## config.mk

```make
export PLATFORM = sky130hd
export DESIGN_NAME = audio_filter_top
export DESIGN_NICKNAME = d
export VERILOG_FILES = /design/src/logic/fixed_point_pkg.sv /design/src/logic/filter_pkg.sv /design/src/logic/audio_filter_top.sv /design/src/logic/iir_sequencer.sv /design/src/logic/level_meter.sv /design/src/logic/mac_unit.sv /design/src/logic/tap_history.sv
export SDC_FILE = /design/constraint.sdc
export NUM_CORES = 2
export LEC_CHECK = 0
export ABC_AREA = 0
export BUFFER_PORTS_ARGS = -buffer_cell sky130_fd_sc_hd__buf_2
export CAP_MARGIN = 20
export CORE_MARGIN = 4
export CORE_UTILIZATION = 48
export DETAILED_ROUTE_END_ITERATION = 6
export GPL_ROUTABILITY_DRIVEN = 0
export PLACE_DENSITY = 0.68
export SYNTH_ARGS = -nofsm -noshare
export SYNTH_HDL_FRONTEND = slang
export SYNTH_SLANG_ARGS = --single-unit
```

## constraint.sdc

```tcl
create_clock -name state_clk -period 12.3 [get_ports state_clk]
set_clock_uncertainty 0.05 [all_clocks]
set_input_delay 2.46 -clock state_clk [delete_from_list [all_inputs] [get_ports state_clk]]
set_output_delay 2.46 -clock state_clk [all_outputs]
set_load 0.01 [all_outputs]
```

## src/logic/fixed_point_pkg.sv

```systemverilog
// Fixed-point number formats for the audio filter datapath
// Audio samples are 16-bit two's complement
// Internal words are 3.24 signed, 27 bits wide
// Products of two internal words are 6.48, 54 bits wide

`default_nettype none

package fixed_point_pkg;

    ////////////////////////////////////////
    // Widths
    ////////////////////////////////////////

    localparam int SAMPLE_W = 16;                   // Codec sample width
    localparam int FIX_W    = 27;                   // 3 integer bits incl. sign
    localparam int FRAC_W   = 24;                   // Fraction bits

    // Sample sits in the top bits of an internal word
    localparam int SAMPLE_SHIFT = FIX_W - SAMPLE_W; // 11

    localparam int SCALE_W = 3;                     // Output shift, 0 to 7
    localparam int PROD_W  = 2 * FIX_W;             // Full multiplier result

    ////////////////////////////////////////
    // Types
    ////////////////////////////////////////

    // One audio sample
    typedef logic signed [SAMPLE_W-1:0] sample_t;

    // One 3.24 value
    typedef logic signed [FIX_W-1:0] fixed_t;

    // Full-width 6.48 product
    typedef logic signed [PROD_W-1:0] product_t;

    // Left shift applied to the accumulator on write-back
    // Undoes the coefficient down-scaling that keeps |coeff| < 2
    typedef logic [SCALE_W-1:0] scale_t;

endpackage

`default_nettype wire

```

## src/logic/filter_pkg.sv

```systemverilog
// Filter structure definitions
// Tap counts follow from the filter order, any even order works
// Also holds the stream beat format, the MAC step select,
// the credit limits and the level meter constants

`default_nettype none

package filter_pkg;

    ////////////////////////////////////////
    // Structure
    ////////////////////////////////////////

    localparam int FILTER_ORDER = 4;
    localparam int NUM_B        = FILTER_ORDER + 1;     // b1 .. b(N+1)
    localparam int NUM_A        = FILTER_ORDER;         // a2 .. a(N+1)
    localparam int MAC_STEPS    = NUM_B + NUM_A;        // One MAC per tap

    localparam int STEP_W     = $clog2(MAC_STEPS);
    localparam int HIST_IDX_W = (FILTER_ORDER > 1) ? $clog2(FILTER_ORDER) : 1;

    ////////////////////////////////////////
    // Streams and meter
    ////////////////////////////////////////

    localparam int IN_CREDITS      = 1;                 // Input buffer depth
    localparam int OUT_CREDITS_MAX = 4;
    localparam int CREDIT_W        = $clog2(OUT_CREDITS_MAX + 1);

    localparam int METER_SHIFT   = 6;                   // ~64 sample decay
    localparam int METER_W       = fixed_point_pkg::SAMPLE_W + 2; // Headroom
    localparam int PWM_W         = 8;
    localparam int LED_SLICE_MSB = 13;                  // LED compares level[13:6]

    ////////////////////////////////////////
    // Types
    ////////////////////////////////////////

    typedef logic [STEP_W-1:0]     step_t;
    typedef logic [HIST_IDX_W-1:0] hist_idx_t;

    // Operand source of a MAC step
    typedef enum logic [1:0] {
        SRC_INPUT,      // Current sample x(n)
        SRC_X_HIST,     // x(n-1-idx)
        SRC_Y_HIST      // y(n-1-idx)
    } tap_src_t;

    typedef struct packed {
        tap_src_t  src;
        hist_idx_t idx;
    } tap_sel_t;

    // Feedback coefficients arrive negated, so every step adds
    typedef struct packed {
        fixed_point_pkg::fixed_t [NUM_B-1:0] b;
        fixed_point_pkg::fixed_t [NUM_A-1:0] a;
        fixed_point_pkg::scale_t             scale;
    } coeff_set_t;

    typedef struct packed {
        logic                    valid;
        fixed_point_pkg::sample_t data;
    } sample_beat_t;

endpackage

`default_nettype wire

```

## src/logic/audio_filter_top.sv

```systemverilog
// Audio IIR filter top level
// One shared MAC stepped by the sequencer over both tap histories.
// Coefficients and output scale come in as a runtime struct.
// Level meter follows the filtered stream and drives a PWM LED.

`timescale 1ns/1ps
`default_nettype none

module audio_filter_top (
    input  wire logic                     state_clk,
    input  wire logic                     reset,
    input  wire filter_pkg::coeff_set_t   coeffs,
    input  wire filter_pkg::sample_beat_t in_beat,
    input  wire logic                     out_credit,
    output logic                          in_credit,
    output filter_pkg::sample_beat_t      out_beat,
    output fixed_point_pkg::sample_t      level,
    output logic                          led
);
    import fixed_point_pkg::*;
    import filter_pkg::*;

    tap_sel_t tap_sel;
    step_t    step;
    logic     acc_clear;
    logic     acc_en;
    logic     commit;
    fixed_t   x_new;                    // Current input, 3.24
    fixed_t   y_new;                    // Scaled result
    fixed_t   x_rd;
    fixed_t   y_rd;
    fixed_t   acc;
    fixed_t   coeff;
    fixed_t   operand;

    fixed_t [MAC_STEPS-1:0] coeff_tab;  // b taps low, a taps high

    ////////////////////////////////////////
    // Coefficient and operand select
    ////////////////////////////////////////

    assign coeff_tab = {coeffs.a, coeffs.b};
    assign coeff     = coeff_tab[step];     // Step order matches table

    always_comb
    begin
        case (tap_sel.src)
            SRC_X_HIST: operand = x_rd;
            SRC_Y_HIST: operand = y_rd;
            default:    operand = x_new;
        endcase
    end

    ////////////////////////////////////////
    // Instances
    ////////////////////////////////////////

    iir_sequencer u_seq (
        .state_clk (state_clk),
        .reset     (reset),
        .in_beat   (in_beat),
        .out_credit(out_credit),
        .scale     (coeffs.scale),
        .acc       (acc),
        .in_credit (in_credit),
        .out_beat  (out_beat),
        .tap_sel   (tap_sel),
        .step      (step),
        .acc_clear (acc_clear),
        .acc_en    (acc_en),
        .commit    (commit),
        .x_new     (x_new),
        .y_new     (y_new)
    );

    // Input history, x(n-1) onwards
    tap_history x_hist (
        .state_clk(state_clk),
        .reset    (reset),
        .shift_en (commit),
        .shift_in (x_new),
        .rd_idx   (tap_sel.idx),
        .rd_data  (x_rd)
    );

    // Output history, y(n-1) onwards
    tap_history y_hist (
        .state_clk(state_clk),
        .reset    (reset),
        .shift_en (commit),
        .shift_in (y_new),
        .rd_idx   (tap_sel.idx),
        .rd_data  (y_rd)
    );

    mac_unit u_mac (
        .state_clk(state_clk),
        .reset    (reset),
        .coeff    (coeff),
        .operand  (operand),
        .clear    (acc_clear),
        .en       (acc_en),
        .acc      (acc)
    );

    level_meter u_meter (
        .state_clk(state_clk),
        .reset    (reset),
        .out_beat (out_beat),
        .level    (level),
        .led      (led)
    );

endmodule

`default_nettype wire

```

## src/logic/iir_sequencer.sv

```systemverilog
// IIR sequencer
// Buffers one input sample, tracks output credits and steps the
// shared MAC through all feedforward and feedback taps per sample.
// Final cycle scales the accumulator into the output sample and
// the two history write values.

`timescale 1ns/1ps
`default_nettype none

module iir_sequencer (
    input  wire logic                       state_clk,
    input  wire logic                       reset,
    input  wire filter_pkg::sample_beat_t   in_beat,
    input  wire logic                       out_credit,
    input  wire fixed_point_pkg::scale_t    scale,
    input  wire fixed_point_pkg::fixed_t    acc,
    output logic                            in_credit,
    output filter_pkg::sample_beat_t        out_beat,
    output filter_pkg::tap_sel_t            tap_sel,
    output filter_pkg::step_t               step,
    output logic                            acc_clear,
    output logic                            acc_en,
    output logic                            commit,
    output fixed_point_pkg::fixed_t         x_new,
    output fixed_point_pkg::fixed_t         y_new
);
    import fixed_point_pkg::*;
    import filter_pkg::*;

    typedef enum logic [1:0] {PH_IDLE, PH_RUN, PH_COMMIT} phase_t;

    phase_t              phase;
    logic                start;         // Sample enters computation
    logic                buf_full;
    sample_t             buf_data;      // One-entry input buffer
    fixed_t              x_cur;         // Sample under computation, 3.24
    logic [CREDIT_W-1:0] out_credits;   // Output credits held
    logic                out_valid;
    sample_t             out_data;

    ////////////////////////////////////////
    // Input buffer and credits
    ////////////////////////////////////////

    assign start     = (phase == PH_IDLE) && buf_full && (out_credits != '0);
    assign in_credit = start;           // Buffer slot freed this cycle

    always_ff @(posedge state_clk)
    begin
        if (reset)
            buf_full <= 1'b0;
        else if (in_beat.valid)
            buf_full <= 1'b1;           // Source holds a credit, slot is empty
        else if (start)
            buf_full <= 1'b0;
    end

    always_ff @(posedge state_clk)
    begin
        if (in_beat.valid)
            buf_data <= in_beat.data;
        if (start)
            x_cur <= {buf_data, {SAMPLE_SHIFT{1'b0}}};  // Widen to 3.24
    end

    // Sink grants, start reserves
    always_ff @(posedge state_clk)
    begin
        if (reset)
            out_credits <= '0;
        else
            out_credits <= out_credits + CREDIT_W'(out_credit) - CREDIT_W'(start);
    end

    ////////////////////////////////////////
    // Step FSM
    ////////////////////////////////////////

    always_ff @(posedge state_clk)
    begin
        if (reset)
        begin
            phase <= PH_IDLE;
            step  <= '0;
        end
        else
        begin
            case (phase)
                PH_IDLE:
                begin
                    step <= '0;
                    if (start)
                        phase <= PH_RUN;
                end
                PH_RUN:
                begin
                    if (step == step_t'(MAC_STEPS - 1))
                        phase <= PH_COMMIT;     // Last tap in, acc settles
                    else
                        step <= step + 1'b1;
                end
                default:
                    phase <= PH_IDLE;           // Commit lasts one cycle
            endcase
        end
    end

    assign acc_clear = (phase == PH_RUN) && (step == '0);  // b1 * x(n) first
    assign acc_en    = (phase == PH_RUN) && (step != '0);
    assign commit    = (phase == PH_COMMIT);

    // Steps 0..NUM_B-1 feedforward, then feedback
    always_comb
    begin
        tap_sel.src = SRC_INPUT;
        tap_sel.idx = '0;
        if (step >= step_t'(NUM_B))
        begin
            tap_sel.src = SRC_Y_HIST;
            tap_sel.idx = hist_idx_t'(step - step_t'(NUM_B));
        end
        else if (step != '0)
        begin
            tap_sel.src = SRC_X_HIST;
            tap_sel.idx = hist_idx_t'(step - 1'b1);
        end
    end

    ////////////////////////////////////////
    // Write-back
    ////////////////////////////////////////

    assign x_new = x_cur;
    assign y_new = acc <<< scale;       // Undo coefficient scaling, wraps

    always_ff @(posedge state_clk)
    begin
        if (reset)
            out_valid <= 1'b0;
        else
            out_valid <= commit;
    end

    always_ff @(posedge state_clk)
    begin
        if (commit)
            out_data <= y_new[FIX_W-1 -: SAMPLE_W];     // Bits 26..11
    end

    assign out_beat = '{valid: out_valid, data: out_data};

endmodule

`default_nettype wire

```

## src/logic/level_meter.sv

```systemverilog
// Level meter
// Time-weighted average of output magnitude, first order lowpass
// with a 2^METER_SHIFT sample decay. A free-running PWM counter
// compares against a slice of the average to dim an LED.

`timescale 1ns/1ps
`default_nettype none

module level_meter (
    input  wire logic                     state_clk,
    input  wire logic                     reset,
    input  wire filter_pkg::sample_beat_t out_beat,
    output fixed_point_pkg::sample_t      level,
    output logic                          led
);
    import fixed_point_pkg::*;
    import filter_pkg::*;

    logic signed [METER_W-1:0] mag;         // |sample|, -32768 fits
    logic signed [METER_W-1:0] level_ext;
    logic signed [METER_W-1:0] avg_next;
    logic                      avg_sat;     // Above max positive sample
    logic [PWM_W-1:0]          pwm_cnt;

    ////////////////////////////////////////
    // Averager
    ////////////////////////////////////////

    assign mag = out_beat.data[SAMPLE_W-1] ? -METER_W'(out_beat.data)
                                           : METER_W'(out_beat.data);
    assign level_ext = METER_W'(level);

    // Loses its own share, gains the new sample's share
    assign avg_next = level_ext - (level_ext >>> METER_SHIFT) + (mag >>> METER_SHIFT);
    assign avg_sat  = |avg_next[METER_W-1:SAMPLE_W-1];  // Never negative

    always_ff @(posedge state_clk)
    begin
        if (reset)
            level <= '0;
        else if (out_beat.valid)
            level <= avg_sat ? {1'b0, {(SAMPLE_W-1){1'b1}}}
                             : avg_next[SAMPLE_W-1:0];
    end

    ////////////////////////////////////////
    // PWM
    ////////////////////////////////////////

    // Duty is slice+1 of 2^PWM_W, fully dark at zero average
    always_ff @(posedge state_clk)
    begin
        if (reset)
        begin
            pwm_cnt <= '0;
            led     <= 1'b0;
        end
        else
        begin
            pwm_cnt <= pwm_cnt + 1'b1;      // Free running
            led     <= (level != '0) && (pwm_cnt <= level[LED_SLICE_MSB -: PWM_W]);
        end
    end

endmodule

`default_nettype wire

```

## src/logic/mac_unit.sv

```systemverilog
// Multiply-accumulate unit, 3.24 signed
// Full 6.48 product, truncated back to 3.24 keeping its sign,
// then loaded or added into the accumulator register

`timescale 1ns/1ps
`default_nettype none

module mac_unit (
    input  wire logic                    state_clk,
    input  wire logic                    reset,
    input  wire fixed_point_pkg::fixed_t coeff,
    input  wire fixed_point_pkg::fixed_t operand,
    input  wire logic                    clear,
    input  wire logic                    en,
    output fixed_point_pkg::fixed_t      acc
);
    import fixed_point_pkg::*;

    product_t product;      // 6.48
    fixed_t   term;         // Product back in 3.24

    ////////////////////////////////////////
    // Multiply
    ////////////////////////////////////////

    assign product = coeff * operand;

    // Sign bit, then 2 integer and 24 fraction bits
    // Upper integer bits drop, low fraction bits truncate
    assign term = {product[PROD_W-1], product[FIX_W+FRAC_W-2 : FRAC_W]};

    ////////////////////////////////////////
    // Accumulate
    ////////////////////////////////////////

    always_ff @(posedge state_clk)
    begin
        if (reset)
            acc <= '0;
        else if (clear)
            acc <= term;            // First tap of a sample
        else if (en)
            acc <= acc + term;      // Wraps on overflow
    end

endmodule

`default_nettype wire

```

## src/logic/tap_history.sv

```systemverilog
// Tap history delay line
// Holds the last FILTER_ORDER values in 3.24 format
// Entry 0 is the newest. Shifts one place on commit,
// read port is combinational and indexed

`timescale 1ns/1ps
`default_nettype none

module tap_history (
    input  wire logic                    state_clk,
    input  wire logic                    reset,
    input  wire logic                    shift_en,
    input  wire fixed_point_pkg::fixed_t shift_in,
    input  wire filter_pkg::hist_idx_t   rd_idx,
    output fixed_point_pkg::fixed_t      rd_data
);
    import fixed_point_pkg::*;
    import filter_pkg::*;

    fixed_t taps [FILTER_ORDER];        // taps[k] is value (n-1-k)

    ////////////////////////////////////////
    // Shift
    ////////////////////////////////////////

    // Filter state starts from silence
    always_ff @(posedge state_clk)
    begin
        if (reset)
        begin
            taps <= '{default: '0};
        end
        else if (shift_en)
        begin
            taps[0] <= shift_in;                        // Newest in
            for (int i = 1; i < FILTER_ORDER; i++)
            begin
                taps[i] <= taps[i-1];                   // Oldest falls off
            end
        end
    end

    ////////////////////////////////////////
    // Read
    ////////////////////////////////////////

    // Index always below FILTER_ORDER from the sequencer
    assign rd_data = taps[rd_idx];

endmodule

`default_nettype wire

```

# Yosys cells after proc, flatten, opt, wreduce, memory -nomap -nowiden
# Cells that the tools add are included.
[op_classes]
reduce_logical = 16
multipliers = 1
shift = 1
bitwise_logic = 1
addsub = 10
magnitude_cmp = 4
n_eq_ne = 8
mux = 22
[op_table]
columns = ["operator", "n"]
rows = [
  ["$mux W27", 7],
  ["$bmux W27 S2", 2],
  ["$bmux W27 S4", 1],
  ["$mul A27 B27 Y54", 1],
  ["$pmux W27 S2", 1],
  ["$add A27 B27 Y27", 1],
  ["$sshl A27 B3 Y27", 1],
  ["$add A17 B12 Y18", 1],
  ["$mux W18", 1],
  ["$neg A16 Y18", 1],
  ["$sub A16 B10 Y17", 1],
  ["$mux W16", 1],
  ["$reduce_bool A16 Y1", 1],
  ["$add A8 B1 Y8 const B", 1],
  ["$le A8 B8 Y1", 1],
  ["$mux W4", 2],
  ["$pmux W4 S2", 1],
  ["$reduce_bool A2 Y1", 3],
  ["$logic_and A1 B1 Y1", 5],
  ["$lt A4 B5 Y1 const B", 1],
  ["$add A4 B1 Y4 const B", 1],
  ["$eq A2 B1 Y1 const B", 2],
  ["$eq A2 B2 Y1 const B", 2],
  ["$eq A4 B4 Y1 const B", 1],
  ["18 further kinds", 23],
]
[word_totals]
regBits = 283
output_inout_bits = 35
in_bits = 266
word_cells = 83

# Depth between registers and ports, before layout
[depth]
ltp_word = 12
depth_mapped = 51
ltp_nobuf = 44

# Cells and area by module
# A second synthesis with hierarchy kept.
[unflattened]
cells_unflattened = 4696
hier_area_um2 = 45003.2
[modules_own_cells]
columns = ["module", "seq_area_each_um2", "cells_each", "area_each_um2", "instances"]
rows = [
  ["mac_unit", 540.5, 3077, 27984.3, 1],
  ["tap_history", 2162.1, 381, 4498.1, 2],
  ["iir_sequencer", 1661.6, 250, 3100.5, 1],
  ["audio_filter_top", 0.0, 314, 2507.4, 1],
  ["level_meter", 500.5, 293, 2414.8, 1],
]

# Worst setup path after synthesis
# Ideal clock, no wire load.
[synth_path]
path_type = "register -> register"
start = "register u_seq.step[1]"
end = "register u_mac.acc[25]"
arrival_time_ns = 11.648
slack_ns = 0.460
required_ns = 12.108
period_less_slack_ns = 11.840
setup_ns = 0.142
stages_incl_launch_ff = 45
path_buffers = 7
path_cell_list = "dfxtp_1 > clkbuf_1 > buf_1 > clkbuf_1 > inv_1 > ha_1 > clkbuf_1 > inv_1 > nand2_1 > clkbuf_1 > clkbuf_1 > a211oi_1 > a311oi_1 > clkbuf_1 > nand2_1 > fa_1 > fa_1 > fa_1 > [9 not listed] > o21ai_0 > o21ai_0 > a21boi_0 > or4_1 > a211o_1 > nand4_1 > nand3_1 > nor2b_1 > ha_1 > a21o_1 > a21o_1 > a21oi_1 > o21ai_0 > o41ai_1 > o21ai_0 > a41o_1 > o21ai_0 > a41oi_2"
[synth_between]
elab_chain_cells = 12
word_cells_on_any_way = 26
cone_classes = "add/sub (3); mul (1); order compare (1); eq/ne (2); mux (13); bitwise (1); reduce/logical (5)"
[synth_rtl]
columns = ["element", "line_no", "text"]
rows = [
  ["start, declared", "iir_sequencer.sv:20", "output filter_pkg::step_t step,"],
  ["start signal, assigned", "iir_sequencer.sv:100", "step <= step + 1'b1;"],
  ["$sub A2 B1 Y2 / $reduce_bool A4 Y1 (equally long branches)", "n/a", ""],
  ["$mux W3", "iir_sequencer.sv:122", "else if (step != '0)"],
  ["$mux W4", "iir_sequencer.sv:117", "if (step >= step_t'(NUM_B))"],
  ["$not A2 Y3 (implied by the code)", "tap_history.sv:48", "assign rd_data = taps[rd_idx];"],
  ["$bmux W27 S2", "tap_history.sv:48", ""],
  ["$mux W27 (implied by the code) (2 in a row)", "tap_history.sv:48", ""],
  ["$pmux W27 S2", "audio_filter_top.sv:47", "case (tap_sel.src)"],
  ["$mul A27 B27 Y54", "mac_unit.sv:26", "assign product = coeff * operand;"],
  ["$add A27 B27 Y27", "mac_unit.sv:43", "acc <= acc + term;"],
  ["$mux W27", "mac_unit.sv:42", "else if (en)"],
  ["$mux W27", "mac_unit.sv:40", "else if (clear)"],
  ["end signal, assigned", "mac_unit.sv:41", "acc <= term;"],
  ["end signal, assigned", "mac_unit.sv:43", ""],
  ["end, declared", "mac_unit.sv:15", "output fixed_point_pkg::fixed_t acc"],
]
# Several ways; a longest one is shown, not always the timed one. The select of a mux whose other input is x is not followed.
# A chain may end at the register's enable or synchronous reset.

# Final worst setup path
[layout_path]
start = "input coeffs[64] in the netlist's numbering"
end = "register u_mac.acc[24]"
[layout_between]
elab_chain_cells = 6
[layout_rtl]
columns = ["element", "line_no", "text"]
rows = [
  ["start, declared", "audio_filter_top.sv:12", "input wire filter_pkg::coeff_set_t coeffs,"],
  ["$bmux W27 S4 *", "audio_filter_top.sv:43", "assign coeff = coeff_tab[step];"],
  ["$mux W27 (implied by the code) *", "audio_filter_top.sv:43", ""],
  ["$mul A27 B27 Y54 *", "mac_unit.sv:26", ""],
  ["$add A27 B27 Y27", "mac_unit.sv:43", ""],
  ["$mux W27", "mac_unit.sv:42", ""],
  ["$mux W27 *", "mac_unit.sv:40", ""],
]
# Mark *: on every way between the ends. The rest lies on a longest branch, timed or not. The select of a mux whose other input is x is not followed.

==> flow_summary.ini <==
[synthesis]
synthMuxAreaShare_pct = 5.60
yosys_register_bits = 283
synth_compound_area_share_pct = 9.41
netlist_instances = 4946
synth_edf_count = 48
seq_area_frac_synth_pct = 14.3
avgSynthCellArea_um2 = 8.69
synthXorXnorAreaFrac_pct = 1.75
synth_adder_area_share_pct = 42.5
synth_area_um2 = 43000
yosys.area_share.simple_pct = 16.2
synth_top_family_by_area = adder cells
synth_warnings = 0
synth_async_sr_flop_share_pct = 0
synth.distinct_cells = 82
ys.flop_type = dfxtp_1

[cts]
h-tree-depth = 1
clk_path_buf_depth = 3
path_clk_slew_ps = 70
root_buffer = clkbuf_16
cts.sinks = 283
postCtsSetupBuffers = 0
numCtsBuffers = 27
cts_tree = built
hold_buffers = 0
cts_resized = 0
clock_latency_ps = 580

[timing]
slew_viol_final = 0
setup_viol = 0
rsz0062_at_grt = false
period_share_pct = 95.7
worst_slew_pin_slew_ps = 1090
final-hold-violation-count = 0
fmax_mhz = 84.9
relSlewSlack_pct = 27.6
hold-worst-slack_ps = 367
min_period_ps = 11780
layout_setup_ws_ps = 524

[setup_path]
worstPathRequired_ps = 12680
crit_family = adder cells
path_class = primary input to flip-flop
slowest_stage = fa_1
cp_max_fo = 5
slowest_delay_ps = 550
rr_worst_depth = 40
cp-start-kind = primary input
worstReg2RegEnd = u_mac.acc[24]
rr_startpoint = u_seq.step[0]
r2r_slack_ps = 630
endpoint = u_mac.acc[24]
crit_path_end_kind = flip-flop
cp.depth = 40
cp-startpoint = coeffs[64]
cp.buffers_inverters = 9
cp_data_arrival_time_ps = 12160

[place]
dpl_cell_area_um2 = 47600
dp.cells = 6445
pre_cts_ws_ps = -233
portBuffers = 300
dpl.hpwl_um = 108000

[final_layout]
design_area_um2 = 48600
syn_to_final_growth_pct = 13.0
multiInputGateArea_um2 = 32800
nets = 6569
regArea_um2 = 6150
drive_gt1_share_pct = 14.7
fill_cells = 8149
final_cells = 6500

[worst_hold_path]
min_path_type = flip-flop to flip-flop

[die]
start_util_pct = 48.5
chipHeight_um = 307
io_pins = 301
die_x_um = 307
fp-row-count = 109
core_um2 = 88600
fp.dieArea_um2 = 94400

[drt]
routed_wl_um = 131000
dr.pass1.iters = 6
vias_per_cell = 5.51
drc = 0
via_count = 35800
routedWlPerCell_um = 20.1
ant_nets = 0
drt_iter0_drc = 2612

[global_route]
grt_pass1_wl_um = 206000
grt_max_degree = 117
grt_overflow = 0
grt_pass1_vias = 37000
grt_antenna_before_repair = 11
grt_util_all_layers_pct = 28.0

[outcome]
status = completed

[job]
drv_cap = 0
worst register-to-register path: cells and delay by family (launching register included):
family | cells | cell delay, ps
compound gates | 15 | 3960
flops | 1 | 360
fa+ha+maj | 10 | 4330
buf+inv | 6 | 1100
xor+xnor | 2 | 260
simple gates | 7 | 1460
per-layer routing:
metal	vias to the layer above	global-route usage, %	wire (µm)
li1	16200	-	-
met2	1529	44.9	59900
met5	-	0	56
met3	277	7.21	12800
met1	17800	36.1	51300
met4	10	11.8	6780
cell type report:
type                            count  area share, %
Antenna cell                        5         0.0258
Clock buffer                       29           1.43
Clock inverter                     21          0.492
Inverter                          895           6.93
Multi-Input combinational cell   3506           67.5
Sequential cell                   283           12.7
Tap cell                         1165           3.00
Timing Repair Buffer              596           7.93
cell families (layout without fill, tap and decap cells):
group	count (synthesis)	count (layout)
AND/OR/NAND/NOR	1601	1601
buffers and inverters	1162	1541
adder cells (fa/ha/maj)	994	994
AO/OA/AOI/OAI	653	653
flip-flops	283	283
multiplexers	165	165
XOR/XNOR	86	86
other	2	12
synthesized netlist by cell type (all sizes together) (5+ instances only):
cell type | n | share of area, %
and3 | 12 | 0.17
and2 | 120 | 1.7
nor4 | 22 | 0.32
a22oi | 5 | 0.087
fa | 777 | 36
edfxtp | 48 | 3.4
mux2 | 14 | 0.37
or3 | 7 | 0.10
nor2 | 285 | 2.5
o21ai | 97 | 1.1
mux4 | 58 | 3.0
o22ai | 7 | 0.10
o32a | 7 | 0.16
o31a | 5 | 0.10
inv | 894 | 7.8
o21bai | 21 | 0.37
buf | 29 | 0.31
xnor2 | 62 | 1.3
nand4 | 18 | 0.26
a21oi | 292 | 3.4
nor2b | 71 | 1.0
o21a | 21 | 0.37
ha | 217 | 6.3
a211o | 5 | 0.10
mux2i | 93 | 2.2
nand2 | 912 | 8.0
o32ai | 8 | 0.16
nor3b | 7 | 0.12
nor4b | 5 | 0.12
clkbuf | 238 | 2.1
o31ai | 5 | 0.087
nand2b | 32 | 0.47
dfxtp | 235 | 11
a311oi | 15 | 0.31
o211ai | 6 | 0.10
nand3 | 39 | 0.47
a211oi | 55 | 0.96
a21o | 46 | 0.80
or2 | 12 | 0.17
xor2 | 24 | 0.49
nor3 | 46 | 0.54
a31oi | 16 | 0.23
how the worst min path moves through the flow:
stage	from	end	slack [ps]	cells past startpoint
2_1_floorplan	u_seq.buf_data[0]	u_seq.x_new[11]	350	0
3_3_place_gp	u_seq.buf_data[14]	u_seq.x_new[25]	350	0
3_5_place_dp	u_seq.buf_data[5]	u_seq.x_new[16]	350	0
4_1_cts	u_seq.buf_data[5]	u_seq.x_new[16]	370	0
5_1_grt	u_seq.buf_data[2]	u_seq.x_new[13]	380	0
6_report	u_seq.buf_data[5]	u_seq.x_new[16]	370	0
cell usage in the layout (no fill, tap or decap), types with 8 or more instances in the layout:
cell / instances
a21oi_1: 289
o21ai_2: 19
dfxtp_1: 232
and2_1: 120
a211oi_1: 55
nand2b_1: 31
nand4_1: 18
nor4_1: 22
xor2_1: 24
ha_1: 217
xnor2_1: 62
nor3_1: 41
and3_1: 12
buf_4: 285
mux4_2: 58
o21ai_0: 60
o21bai_1: 21
o21ai_1: 17
clkbuf_16: 27
mux2i_1: 90
or2_2: 10
a31oi_1: 16
buf_2: 300
nand2_1: 910
nor2_1: 284
nor2b_1: 70
nand3_1: 38
buf_12: 10
mux2_2: 14
edfxtp_1: 48
a21o_1: 46
fa_1: 777
inv_1: 892
a311oi_4: 8
o21a_1: 20
sequential cells by signal (all words and copies together) (netlist names), 2 cells and up:
name and count:
u_meter.level 16, u_seq.x_new 16, u_seq.step 4, y_hist.taps 108
u_seq.out_data 16, u_seq.out_credits 3, u_seq.buf_data 16, u_meter.pwm_cnt 8
x_hist.taps 64, u_mac.acc 27, u_seq.phase 2
stage by stage:
step	TNS [ps]	util, %
floorplan	0	-
global placement	0	53.7
detailed placement	-629	53.7
CTS	0	54.7
global route	0	54.8
finish	0	54.8
Power is left out: the tool's default activity adds up to more than one toggle a clock period on the data nets, which glitch-free logic cannot reach.
